`src/common/nand_cpu_pkg.sv`:
```
`default_nettype none

package nand_cpu_pkg;

    localparam int data_width     = 16;
    localparam int reg_addr_width = 4;
    localparam int instr_width    = 8;
    localparam int pc_width       = 16;
    localparam int imm_width      = 4;
    localparam int shamt_width    = $clog2(data_width);  // Shift amount taken from rt

    typedef enum logic [3:0] {
        alu_clr,
        alu_cp,
        alu_nand,
        alu_ls,
        alu_rs,
        alu_eq,
        alu_ne,
        alu_li,
        alu_none                        // BR, JRL, LD, ST, INT, HLT
    } alu_op_e;

    typedef enum logic {
        mem_read,
        mem_write
    } mem_op_e;

    typedef enum logic [1:0] {
        st_fetch,
        st_exec,
        st_mem,                         // Waiting for wb_ack
        st_halt
    } core_state_e;

endpackage

`default_nettype wire

```
`src/decoder/decoder.sv`:
```
`timescale 1ns/1ps
`default_nettype none

module decoder (
    input  logic [nand_cpu_pkg::instr_width-1:0]    instr,
    output logic                                    use_ra,
    output logic                                    use_rt,
    output logic                                    use_rw,
    output logic [nand_cpu_pkg::reg_addr_width-1:0] rt_addr,
    output logic [nand_cpu_pkg::reg_addr_width-1:0] rw_addr,
    output logic                                    read_ps,
    output logic                                    write_ps,
    output logic                                    use_immdt,
    output logic [nand_cpu_pkg::imm_width-1:0]      immdt,
    output logic [1:0]                              shift,
    output logic                                    mem_access,
    output nand_cpu_pkg::mem_op_e                   mem_op,
    output logic                                    jump,
    output logic                                    branch,
    output logic                                    interrupt,
    output logic                                    halt,
    output nand_cpu_pkg::alu_op_e                   alu_op
);
    import nand_cpu_pkg::*;

    always_comb begin
        use_ra     = 1'b0;
        use_rt     = 1'b0;
        use_rw     = 1'b0;
        rt_addr    = instr[3:0];
        rw_addr    = '0;                // Accumulator unless overridden
        read_ps    = 1'b0;
        write_ps   = 1'b0;
        use_immdt  = 1'b0;
        immdt      = instr[3:0];
        shift      = instr[5:4];
        mem_access = 1'b0;
        mem_op     = mem_read;
        jump       = 1'b0;
        branch     = 1'b0;
        interrupt  = 1'b0;
        halt       = 1'b0;
        alu_op     = alu_none;
        priority casez (instr)
            8'b00000000: begin          // CL
                use_rw = 1'b1;
                alu_op = alu_clr;
            end
            8'b0000????: begin          // CP
                use_ra  = 1'b1;
                use_rw  = 1'b1;
                rw_addr = instr[3:0];
                alu_op  = alu_cp;
            end
            8'b0001????: begin          // NND
                use_ra = 1'b1;
                use_rt = 1'b1;
                use_rw = 1'b1;
                alu_op = alu_nand;
            end
            8'b0010????, 8'b0011????: begin  // LS, RS
                use_ra = 1'b1;
                use_rt = 1'b1;
                use_rw = 1'b1;
                alu_op = instr[4] ? alu_rs : alu_ls;
            end
            8'b010?????: begin          // EQ, NE
                use_ra   = 1'b1;
                use_rt   = 1'b1;
                write_ps = 1'b1;
                alu_op   = instr[4] ? alu_ne : alu_eq;
            end
            8'b0110????: begin          // BR
                use_rt  = 1'b1;
                read_ps = 1'b1;
                branch  = 1'b1;
            end
            8'b0111????: begin          // JRL
                use_rt  = 1'b1;
                use_rw  = 1'b1;
                rw_addr = instr[3:0];
                jump    = 1'b1;
            end
            8'b10??????: begin          // LI
                use_ra    = 1'b1;
                use_rw    = 1'b1;
                use_immdt = 1'b1;
                alu_op    = alu_li;
            end
            8'b110?????: begin          // LD, ST
                use_rt     = 1'b1;
                use_ra     = instr[4];
                use_rw     = !instr[4];
                mem_access = 1'b1;
                mem_op     = instr[4] ? mem_write : mem_read;
            end
            8'b1110????: begin          // INT
                use_immdt = 1'b1;
                interrupt = 1'b1;
            end
            8'b1111????: begin          // HLT
                use_immdt = 1'b1;
                halt      = 1'b1;
            end
        endcase
    end

endmodule

`default_nettype wire

```
`src/verilog/alu.sv`:
```
`timescale 1ns/1ps
`default_nettype none

module alu (
    input  nand_cpu_pkg::alu_op_e               alu_op,
    input  logic [nand_cpu_pkg::data_width-1:0] ra_data,
    input  logic [nand_cpu_pkg::data_width-1:0] rt_data,
    input  logic [nand_cpu_pkg::imm_width-1:0]  immdt,
    input  logic [1:0]                          shift,
    output logic [nand_cpu_pkg::data_width-1:0] result,
    output logic                                ps_next
);
    import nand_cpu_pkg::*;

    logic [shamt_width-1:0] shamt;

    assign shamt = rt_data[shamt_width-1:0];

    always_comb begin
        result  = ra_data;
        ps_next = 1'b0;
        case (alu_op)
            alu_clr: begin
                result = '0;
            end
            alu_cp: begin
                result = ra_data;
            end
            alu_nand: begin
                result = ~(ra_data & rt_data);
            end
            alu_ls: begin
                result = ra_data << shamt;  // Logical
            end
            alu_rs: begin
                result = ra_data >> shamt;
            end
            alu_eq: begin
                ps_next = (ra_data == rt_data);
            end
            alu_ne: begin
                ps_next = (ra_data != rt_data);
            end
            alu_li: begin
                result[{shift, 2'b00} +: imm_width] = immdt;  // Nibble 0..3
            end
            default: begin
                result = ra_data;
            end
        endcase
    end

endmodule

`default_nettype wire

```
`src/verilog/control_unit.sv`:
```
`timescale 1ns/1ps
`default_nettype none

module control_unit (
    input  logic                                 clk,
    input  logic                                 rst,
    output logic [nand_cpu_pkg::pc_width-1:0]    imem_addr,
    input  logic [nand_cpu_pkg::instr_width-1:0] imem_data,
    output logic [nand_cpu_pkg::instr_width-1:0] instr,
    input  logic                                 use_rw,
    input  logic                                 read_ps,
    input  logic                                 write_ps,
    input  logic                                 mem_access,
    input  nand_cpu_pkg::mem_op_e                mem_op,
    input  logic                                 jump,
    input  logic                                 branch,
    input  logic                                 interrupt,
    input  logic                                 halt,
    input  logic [nand_cpu_pkg::imm_width-1:0]   immdt,
    input  logic [nand_cpu_pkg::data_width-1:0]  rt_data,
    input  logic [nand_cpu_pkg::data_width-1:0]  ra_data,
    input  logic [nand_cpu_pkg::data_width-1:0]  alu_result,
    input  logic                                 ps,
    output logic                                 reg_we,
    output logic                                 ps_we,
    output logic [nand_cpu_pkg::data_width-1:0]  wdata,
    output logic                                 wb_cyc,
    output logic                                 wb_stb,
    output logic                                 wb_we,
    output logic [nand_cpu_pkg::data_width-1:0]  wb_adr,
    output logic [nand_cpu_pkg::data_width-1:0]  wb_dat_o,
    input  logic [nand_cpu_pkg::data_width-1:0]  wb_dat_i,
    input  logic                                 wb_ack,
    output logic                                 halted,
    output logic                                 trap,
    output logic [nand_cpu_pkg::imm_width-1:0]   trap_code
);
    import nand_cpu_pkg::*;

    core_state_e         state;
    logic [pc_width-1:0] pc;
    logic [pc_width-1:0] pc_inc;
    logic                redirect;
    logic                ld_done;

    assign imem_addr = pc;
    assign pc_inc    = pc + 1'b1;
    assign redirect  = jump || (branch && read_ps && ps);  // Target is rt
    assign ld_done   = (state == st_mem) && wb_ack && (mem_op == mem_read);

    // Memory writes back only on the ack cycle
    assign reg_we = ((state == st_exec) && use_rw && !mem_access) || (ld_done && use_rw);
    assign ps_we  = (state == st_exec) && write_ps;

    always_comb begin
        if (mem_access) begin
            wdata = wb_dat_i;
        end else if (jump) begin
            wdata = pc_inc;             // JRL link
        end else begin
            wdata = alu_result;
        end
    end

    assign halted    = (state == st_halt);
    assign trap      = (state == st_exec) && interrupt;
    assign trap_code = immdt;

    always_ff @(posedge clk) begin
        if (rst) begin
            state  <= st_fetch;
            pc     <= '0;
            instr  <= '0;
            wb_cyc <= 1'b0;
            wb_stb <= 1'b0;
        end else begin
            case (state)
                st_fetch: begin
                    instr <= imem_data;
                    state <= st_exec;
                end
                st_exec: begin
                    if (halt) begin
                        state <= st_halt;
                    end else if (mem_access) begin
                        wb_cyc <= 1'b1;
                        wb_stb <= 1'b1;
                        state  <= st_mem;
                    end else begin
                        pc    <= redirect ? rt_data : pc_inc;
                        state <= st_fetch;
                    end
                end
                st_mem: begin
                    if (wb_ack) begin
                        wb_cyc <= 1'b0;
                        wb_stb <= 1'b0;
                        pc     <= pc_inc;
                        state  <= st_fetch;
                    end
                end
                st_halt: begin
                    state <= st_halt;   // Only reset leaves
                end
                default: begin
                    state <= st_fetch;
                end
            endcase
        end
    end

    // Bus payload is captured once and held for the whole cycle
    always_ff @(posedge clk) begin
        if ((state == st_exec) && mem_access && !halt) begin
            wb_adr   <= rt_data;
            wb_we    <= (mem_op == mem_write);
            wb_dat_o <= ra_data;
        end
    end

    a_no_bus_halted: assert property (@(posedge clk) disable iff (rst) halted |=> !wb_cyc);

    a_hold_until_ack: assert property (@(posedge clk) disable iff (rst)
        wb_cyc && !wb_ack |=> $stable(wb_adr) && $stable(wb_we) && $stable(wb_dat_o));

endmodule

`default_nettype wire

```
`src/verilog/nand_cpu.sv`:
```
`timescale 1ns/1ps
`default_nettype none

module nand_cpu (
    input  logic                                 clk,
    input  logic                                 rst,
    output logic [nand_cpu_pkg::pc_width-1:0]    imem_addr,
    input  logic [nand_cpu_pkg::instr_width-1:0] imem_data,
    output logic                                 wb_cyc,
    output logic                                 wb_stb,
    output logic                                 wb_we,
    output logic [nand_cpu_pkg::data_width-1:0]  wb_adr,
    output logic [nand_cpu_pkg::data_width-1:0]  wb_dat_o,
    input  logic [nand_cpu_pkg::data_width-1:0]  wb_dat_i,
    input  logic                                 wb_ack,
    output logic                                 halted,
    output logic                                 trap,
    output logic [nand_cpu_pkg::imm_width-1:0]   trap_code
);
    import nand_cpu_pkg::*;

    logic [instr_width-1:0]    instr;
    logic                      use_rw;
    logic [reg_addr_width-1:0] rt_addr;
    logic [reg_addr_width-1:0] rw_addr;
    logic                      read_ps;
    logic                      write_ps;
    logic [imm_width-1:0]      immdt;
    logic [1:0]                shift;
    logic                      mem_access;
    mem_op_e                   mem_op;
    logic                      jump;
    logic                      branch;
    logic                      interrupt;
    logic                      halt;
    alu_op_e                   alu_op;
    logic [data_width-1:0]     ra_data;
    logic [data_width-1:0]     rt_data;
    logic                      ps;
    logic [data_width-1:0]     alu_result;
    logic                      ps_next;
    logic                      reg_we;
    logic                      ps_we;
    logic [data_width-1:0]     wdata;

    decoder i_decoder (
        .instr      (instr),
        .use_ra     (),
        .use_rt     (),
        .use_rw     (use_rw),
        .rt_addr    (rt_addr),
        .rw_addr    (rw_addr),
        .read_ps    (read_ps),
        .write_ps   (write_ps),
        .use_immdt  (),
        .immdt      (immdt),
        .shift      (shift),
        .mem_access (mem_access),
        .mem_op     (mem_op),
        .jump       (jump),
        .branch     (branch),
        .interrupt  (interrupt),
        .halt       (halt),
        .alu_op     (alu_op)
    );

    regfile i_regfile (
        .clk     (clk),
        .rst     (rst),
        .rt_addr (rt_addr),
        .rw_addr (rw_addr),
        .we      (reg_we),
        .ps_we   (ps_we),
        .wdata   (wdata),
        .ps_in   (ps_next),
        .ra_data (ra_data),
        .rt_data (rt_data),
        .ps      (ps)
    );

    alu i_alu (
        .alu_op  (alu_op),
        .ra_data (ra_data),
        .rt_data (rt_data),
        .immdt   (immdt),
        .shift   (shift),
        .result  (alu_result),
        .ps_next (ps_next)
    );

    control_unit i_control_unit (
        .clk        (clk),
        .rst        (rst),
        .imem_addr  (imem_addr),
        .imem_data  (imem_data),
        .instr      (instr),
        .use_rw     (use_rw),
        .read_ps    (read_ps),
        .write_ps   (write_ps),
        .mem_access (mem_access),
        .mem_op     (mem_op),
        .jump       (jump),
        .branch     (branch),
        .interrupt  (interrupt),
        .halt       (halt),
        .immdt      (immdt),
        .rt_data    (rt_data),
        .ra_data    (ra_data),
        .alu_result (alu_result),
        .ps         (ps),
        .reg_we     (reg_we),
        .ps_we      (ps_we),
        .wdata      (wdata),
        .wb_cyc     (wb_cyc),
        .wb_stb     (wb_stb),
        .wb_we      (wb_we),
        .wb_adr     (wb_adr),
        .wb_dat_o   (wb_dat_o),
        .wb_dat_i   (wb_dat_i),
        .wb_ack     (wb_ack),
        .halted     (halted),
        .trap       (trap),
        .trap_code  (trap_code)
    );

endmodule

`default_nettype wire

```
`src/verilog/regfile.sv`:
```
`timescale 1ns/1ps
`default_nettype none

module regfile (
    input  logic                                    clk,
    input  logic                                    rst,
    input  logic [nand_cpu_pkg::reg_addr_width-1:0] rt_addr,
    input  logic [nand_cpu_pkg::reg_addr_width-1:0] rw_addr,
    input  logic                                    we,
    input  logic                                    ps_we,
    input  logic [nand_cpu_pkg::data_width-1:0]     wdata,
    input  logic                                    ps_in,
    output logic [nand_cpu_pkg::data_width-1:0]     ra_data,
    output logic [nand_cpu_pkg::data_width-1:0]     rt_data,
    output logic                                    ps
);
    import nand_cpu_pkg::*;

    logic [data_width-1:0] regs [2**reg_addr_width];

    always_ff @(posedge clk) begin
        if (rst) begin
            for (int i = 0; i < 2**reg_addr_width; i++) begin
                regs[i] <= '0;
            end
            ps <= 1'b0;
        end else begin
            if (we) begin
                regs[rw_addr] <= wdata;
            end
            if (ps_we) begin
                ps <= ps_in;
            end
        end
    end

    assign ra_data = regs[0];           // r0 is the accumulator
    assign rt_data = regs[rt_addr];

endmodule

`default_nettype wire
```
`config.mk`:
```
export PLATFORM = sky130hd
export DESIGN_NAME = nand_cpu
export DESIGN_NICKNAME = d
export VERILOG_FILES = /design/src/common/nand_cpu_pkg.sv /design/src/decoder/decoder.sv /design/src/verilog/alu.sv /design/src/verilog/control_unit.sv /design/src/verilog/nand_cpu.sv /design/src/verilog/regfile.sv
export SDC_FILE = /design/constraint.sdc
export NUM_CORES = 1
export LEC_CHECK = 0
export BUFFER_PORTS_ARGS = -buffer_cell sky130_fd_sc_hd__buf_2
export CAP_MARGIN = 30
export CELL_PAD_IN_SITES_DETAIL_PLACEMENT = 1
export CELL_PAD_IN_SITES_GLOBAL_PLACEMENT = 2
export CORE_ASPECT_RATIO = 0.5
export CORE_MARGIN = 8
export CORE_UTILIZATION = 39
export CTS_CLUSTER_DIAMETER = 80
export DETAILED_ROUTE_END_ITERATION = 7
export GPL_ROUTABILITY_DRIVEN = 0
export PLACE_DENSITY_LB_ADDON = 0.1
export SLEW_MARGIN = 0
export SYNTH_ARGS = -nofsm -noshare
export SYNTH_HDL_FRONTEND = slang
export SYNTH_SLANG_ARGS = --single-unit
```
`constraint.sdc`:
```
create_clock -name clk -period 4.24 [get_ports clk]
set_input_delay 0.424 -clock clk [delete_from_list [all_inputs] [get_ports clk]]
set_output_delay 0.424 -clock clk [all_outputs]
set_load 0.005 [all_outputs]
```
**Word-level counts from Yosys, hierarchy flattened**

Memories as Yosys holds them, arrays and structs flattened. A register that Yosys moved wholly into a read port is not among the register bits.
Index checks and enable logic that the tools add are counted.

- Add/subtract/negate cells: 2
- Eq/ne operators: 25
- Shift operators: 4
- Mux-type cells: 51
- Bitwise logic cells: 3
- Reduce and logical (&&, ||, !) cells: 26

Operators by type and width:

| operator | count |
|---|---|
| $mux W16 | 7 |
| $pmux W16 S5 | 1 |
| $pmux W16 S2 | 1 |
| $mux W1 | 25 |
| $eq A4 B3 Y1 const B | 6 |
| $mux W4 | 6 |
| $pmux W4 S5 | 1 |
| $add A16 B1 Y16 const B | 1 |
| $and A16 B16 Y16 | 1 |
| $bwmux W16 | 1 |
| $eq A16 B16 Y1 | 1 |
| $eq A4 B2 Y1 const B | 4 |
| $ne A16 B16 Y1 | 1 |
| $not A16 Y16 | 1 |
| $reduce_or A16 Y1 | 1 |
| $shift A4 B6 Y16 const A | 1 |
| $shiftx A4 B6 Y16 | 1 |
| $shl A16 B4 Y16 | 1 |
| $shr A16 B4 Y16 | 1 |
| $logic_and A1 B1 Y1 | 10 |
| $eq A4 B4 Y1 const B | 2 |
| $logic_not A4 Y1 | 2 |
| $logic_not A8 Y1 | 1 |
| $mux W2 | 4 |
| other kinds (19) | 30 |

- Flip-flop bits (word level): 61
- RAM bits: 256
- Input bits: 27
- Output and inout bits: 57
- Word-level logic and storage cells: 120
- Memories kept: 1

Memory list:

| memory | words | bits a word | rd ports | clocked after memory_dff | write ports | RTL line | RTL |
|---|---|---|---|---|---|---|---|
| i_regfile.regs | 16 | 16 | 2 | 1 | 16 | regfile.sv:19 | `logic [data_width-1:0] regs [2**reg_addr_width];` |

**Depth between registers and ports, before layout**

- Depth after elaboration: 12
- Gate-level depth with buffers: 14
- Gate-level depth less buffers: 11

**Cells and area by module**

Synthesis repeated with hierarchy kept, for this count alone.

- Cells, all modules: 1378
- Area, all modules: 17455.5 µm²

By module, submodules not included:

| module | times used | cells an instance | area each (µm²) | sequential area each (µm²) |
|---|---|---|---|---|
| regfile | 1 | 725 | 11554.8 | 7707.4 |
| control_unit | 1 | 289 | 2937.8 | 1531.5 |
| alu | 1 | 311 | 2633.8 | 0.0 |
| decoder | 1 | 53 | 329.1 | 0.0 |

**Worst setup path before layout**

Ideal clock, no wire load.

- Path kind: reg2reg
- From: reg i_control_unit.instr[4] (netlist name)
- To: reg i_control_unit.wb_adr[0] (netlist name), enable pin
- Library setup time: 0.509 ns
- Arrival: 4.184 ns
- Data required time: 3.731 ns
- Path slack: -0.453 ns
- Cell stages (with the launch flop): 5
- Buffers on the path: 2
- Clock period less this slack: 4.693 ns
- Cell sequence: dfxtp_1 > ha_1 > buf_2 > clkbuf_1 > nor4_1

- Longest elaborated chain between the ends: 5
- Elaborated cells between the ends (all ways): 8
- Those cells by class: 1 x eq/ne; 3 x mux; 4 x reduce/logical

Ends and longest elaborated chain:

| element | RTL line | RTL |
|---|---|---|
| start, declared | control_unit.sv:9 | `output logic [nand_cpu_pkg::instr_width-1:0] instr,` |
| start signal, assigned | control_unit.sv:79 | `instr <= imem_data;` |
| $eq A4 B4 Y1 | decoder.sv:44 | `priority casez (instr)` |
| $mux W1 (2 in series) | decoder.sv:44 |  |
| $logic_not A1 Y1 | control_unit.sv:114 | `if ((state == st_exec) && mem_access && !halt) begin` |
| $logic_and A1 B1 Y1 * | control_unit.sv:114 |  |
| end signal, assigned | control_unit.sv:115 | `wb_adr <= rt_data;` |
| end, declared | control_unit.sv:30 | `output logic [nand_cpu_pkg::data_width-1:0] wb_adr,` |

Mark *: on every way between the ends. The rest lies on a longest branch, timed or not.
A chain may end at the register's enable or synchronous reset.

==> qor.csv <==
stage,metric,value,unit
power,Cell Pwr Density,413,nW/µm²
sta,Final min period,4.07,ns
synth,mux share of post-synthesis cell area,0.123,
worst_setup_path,"Arr. time, crit path",4.51,ns
worst_setup_path,CP required,4.69,ns
place,Place WS,0.196,ns
power,Int Pwr,5.52,mW
detailed_routing,Detailed Route Iter0 Violations,1471,
grt,GR Overflow Total,0,
synth,"flops & latches, synth",321,
detailed_routing,post-route antenna net violation count,0,
worst_setup_path,CP Class,reg -> reg,
synth,dominant cells by area after synthesis,"edfxtp_1, mux4_2, nor3_1",
min_path,WHS Endpoint,i_control_unit.instr[4]$_SDFFE_PP0N_,
grt,vias in the first global route,13600,
worst_setup_path,Critical Path Start Type,register,
finish,fillers,4540,
synth,ys flop type,edfxtp_1,
worst_setup_path,internal reg-to-reg setup slack,0.17,ns
detailed_routing,vias per inst,6.22,
finish,share of post-route cells with drive strength above 1,0.250,
status,outcome,"finished, final reports clean",
power,switching share of power,0.317,
detailed_routing,DRT met1 WL,29400,µm
detailed_routing,DRC violations left,0,
sta,"Hold Vio Cnt, Final",0,
grt,total track usage,0.245,
cts,"CTS clk-pin slew, worst paths",0.07,ns
finish,# diodes,0,
finish,Multi-input gate area,7090,µm²
power,Leak,6.81,nW
die,core area,43300,µm²
synth,share of the synthesized area in the top cell type,0.510,
worst_setup_path,worst reg2reg path depth,11,
worst_setup_path,Worst setup EP type,register,
detailed_routing,via count,13200,
flow_run,Max-Cap Viols,0,
synth,simple-gate portion of the synthesized area,0.154,
detailed_routing,DR top layer,met5,
die,Die Area,51000,µm²
synth,Synth Area in Adders,0.0176,
detailed_routing,met3 wire len,4840,µm
synth,largest family of logic cells by synthesized area,simple AND/OR/NAND/NOR gates,
synth,number of synthesized flops with an enable pin,289,
synth,sequential fraction of the synthesis area,0.548,
sta,setup TNS,0,ns
place,Port-buffer cells,83,
sta,RSZ-0062 raised after global routing,false,
synth,"Async S/R FF share, synth",0,
synth,Synth Net Count,1440,
cts,clock tree root buffer cell,clkbuf_16,
synth,Synth Area in Compound Gates,0.112,
grt,initial antenna violation count,3,
synth,Synth top cells by count,"edfxtp_1, nor3_1, nor2_1, nand2_1, mux4_2",
sta,fin crit share,0.959,
finish,Final nets,1565,
finish,sequential cell area,9330,µm²
cts,H-tree depth,1,
detailed_routing,wire per inst,29.7,µm
power,Logic pwr share,0.226,
synth,Mean Syn Cell Area,12.3,µm²
min_path,Hold Crit Class,in -> reg,
power,Reg power frac,0.450,
synth,post-synth cell types,91,
cts,CTS tree,done,
synth,Syn. warnings,0,
sta,Clock Skews,0.0327,ns
finish,fin util,0.452,
cts,CTS Buf Count,30,
sta,Final WS setup,0.175,ns
place,DP HPWL,46200,µm
synth,Post-Syn Instances,1389,
grt,largest net degree at the start of global routing,45,
synth,Post-Syn Area,17000,µm²
finish,Layout area overhead,15.1,%
die,Ports,84,
sta,Final Max Slew Viols,0,
cts,CTS Buffer Depth,3,
sta,Max Freq,0.246,GHz
synth,most common cell in the netlist,edfxtp_1,
grt,first-pass GRT wire length,94300,µm
cts,clock latency on the worst-skew pair,0.62,ns
power,Clock power frac,0.324,
die,row count,54,
sta,worst-margin pin slew,0.980,ns
min_path,hold path depth,3,
worst_setup_path,worst-path maximum fanout,22,
detailed_routing,Met2 Wirelength,28000,µm
die,die span in y,164,µm
synth,post-synth top area cell,edfxtp_1,
min_path,hold_sp,imem_data[4],
sta,Final setup viols,0,
power,P_sw,2.57,mW
power,VDD IR-drop max,0.307,mV
cts,Post-CTS Hold Buffers,0,
detailed_routing,final wirelength,63200,µm
worst_setup_path,RR Endpoint,i_regfile.regs[14][11]$_SDFFCE_PN0P_,
die,Initial Util,0.393,
synth,XOR/XNOR Fraction of Synth Area,0.00721,
die,Chip Width,311,µm
sta,worst relative slew slack,0.344,
cts,clk sinks,321,
detailed_routing,TritonRoute pass-1 iters,5,
[per-stage QoR]
step	cells	hold slack, ns	instance area [µm²]	power (mW)
after floorplan	1389	0.456	17000	4.77
after global placement	2065	0.489	18600	5.46
after CTS	2124	0.0431	19500	8.10
after global routing	2126	0.0689	19600	8.35
after detailed placement	2068	0.498	18600	5.49
final	2126	0.0732	19600	8.09
[logic make-up after synthesis]
logic type / after synthesis
xor+xnor: 14
compound gates: 257
simple gates: 525
buf+inv: 136
fa+ha+maj: 24
mux: 112
flops: 321
[layout by cell type, fill, tap and decap left out, types with 5 or more instances in the layout]
master,Yosys,final
edfxtp_1,289,289
nor3_1,225,224
buf_4,19,122
nor2_1,104,104
buf_2,22,84
nand2_1,77,77
mux4_2,76,76
a21oi_1,59,59
o21ai_0,36,35
nand3_1,31,31
clkbuf_16,0,30
dfxtp_1,32,29
mux2i_1,28,28
ha_1,24,24
nand2b_1,22,22
o22ai_1,20,20
a22oi_1,18,18
nor2b_1,14,14
inv_1,14,14
o21ai_1,14,14
and3_1,12,12
o221ai_1,12,12
clkinv_1,0,12
o211ai_1,10,10
xnor2_1,9,9
a31oi_1,8,8
o31ai_1,9,8
a22o_1,7,7
a211oi_1,7,7
clkbuf_1,70,6
mux2_2,5,5
o21a_1,5,5
a221oi_2,5,5
xor2_1,5,5
[sequential cells by signal, indices dropped and copies added, names as in the netlist, 2 cells and up, named ones only]
name,flops
i_control_unit.imem_addr,16
i_control_unit.state,2
i_regfile.regs,256
i_control_unit.instr,8
i_control_unit.wb_dat_o,16
i_control_unit.wb_adr,16
[routing by layer]
metal  vias up  track usage
met1      6904        0.364
met2       560        0.382
met3        81       0.0399
met5         -            0
li1       5674            -
met4         2       0.0422
[repair_timing]
item	in CTS	in global routing
endpoints found under the setup margin	0	1
resized for setup	0	2
setup buffers	0	0
[worst max-delay path by stage]
stage | startpoint | end | slack (ns) | cells after the start
2_1_floorplan | register | i_regfile.ps$_SDFFE_PP0P_ | 0.58 | 13
3_3_place_gp | register | i_regfile.ps$_SDFFE_PP0P_ | 0.14 | 10
3_5_place_dp | register | i_regfile.ps$_SDFFE_PP0P_ | 0.20 | 10
4_1_cts | register | i_regfile.ps$_SDFFE_PP0P_ | 0.13 | 10
5_1_grt | register | i_regfile.regs[9][11]$_SDFFCE_PN0P_ | 0.004 | 11
6_report | register | i_regfile.regs[14][11]$_SDFFCE_PN0P_ | 0.17 | 11
[power groups by stage]
| stage | Combinational, mW | Sequential [mW] | Clock, mW |
|---|---|---|---|
| after floorplan | 1.10 | 3.66 | 0 |
| after global placement | 1.75 | 3.71 | 0 |
| after detailed placement | 1.77 | 3.71 | 0 |
| after CTS | 1.78 | 3.64 | 2.67 |
| after global routing | 1.92 | 3.66 | 2.77 |
| final | 1.83 | 3.64 | 2.62 |
[worst max-delay path, stage by stage, from the launching register on]
cell	delay, ns
dfxtp_4	0.57
buf_4	0.33
mux4_2	0.58
a22oi_4	0.29
nand2_2	0.22
buf_4	0.29
nor2_2	0.38
a22oi_1	0.16
o21ai_1	0.40
a211oi_2	0.18
buf_4	0.24
nor3_1	0.22
[layout make-up]
type                       count  share of cell area
multi-input combinational    932               0.362
tap                          588              0.0376
timing repair buffer         214              0.0748
inverter                      15             0.00288
sequential                   321               0.476
clock buffer                  36              0.0395
clock inverter                20             0.00722
Note: power is estimated with default switching activity, not from simulation.
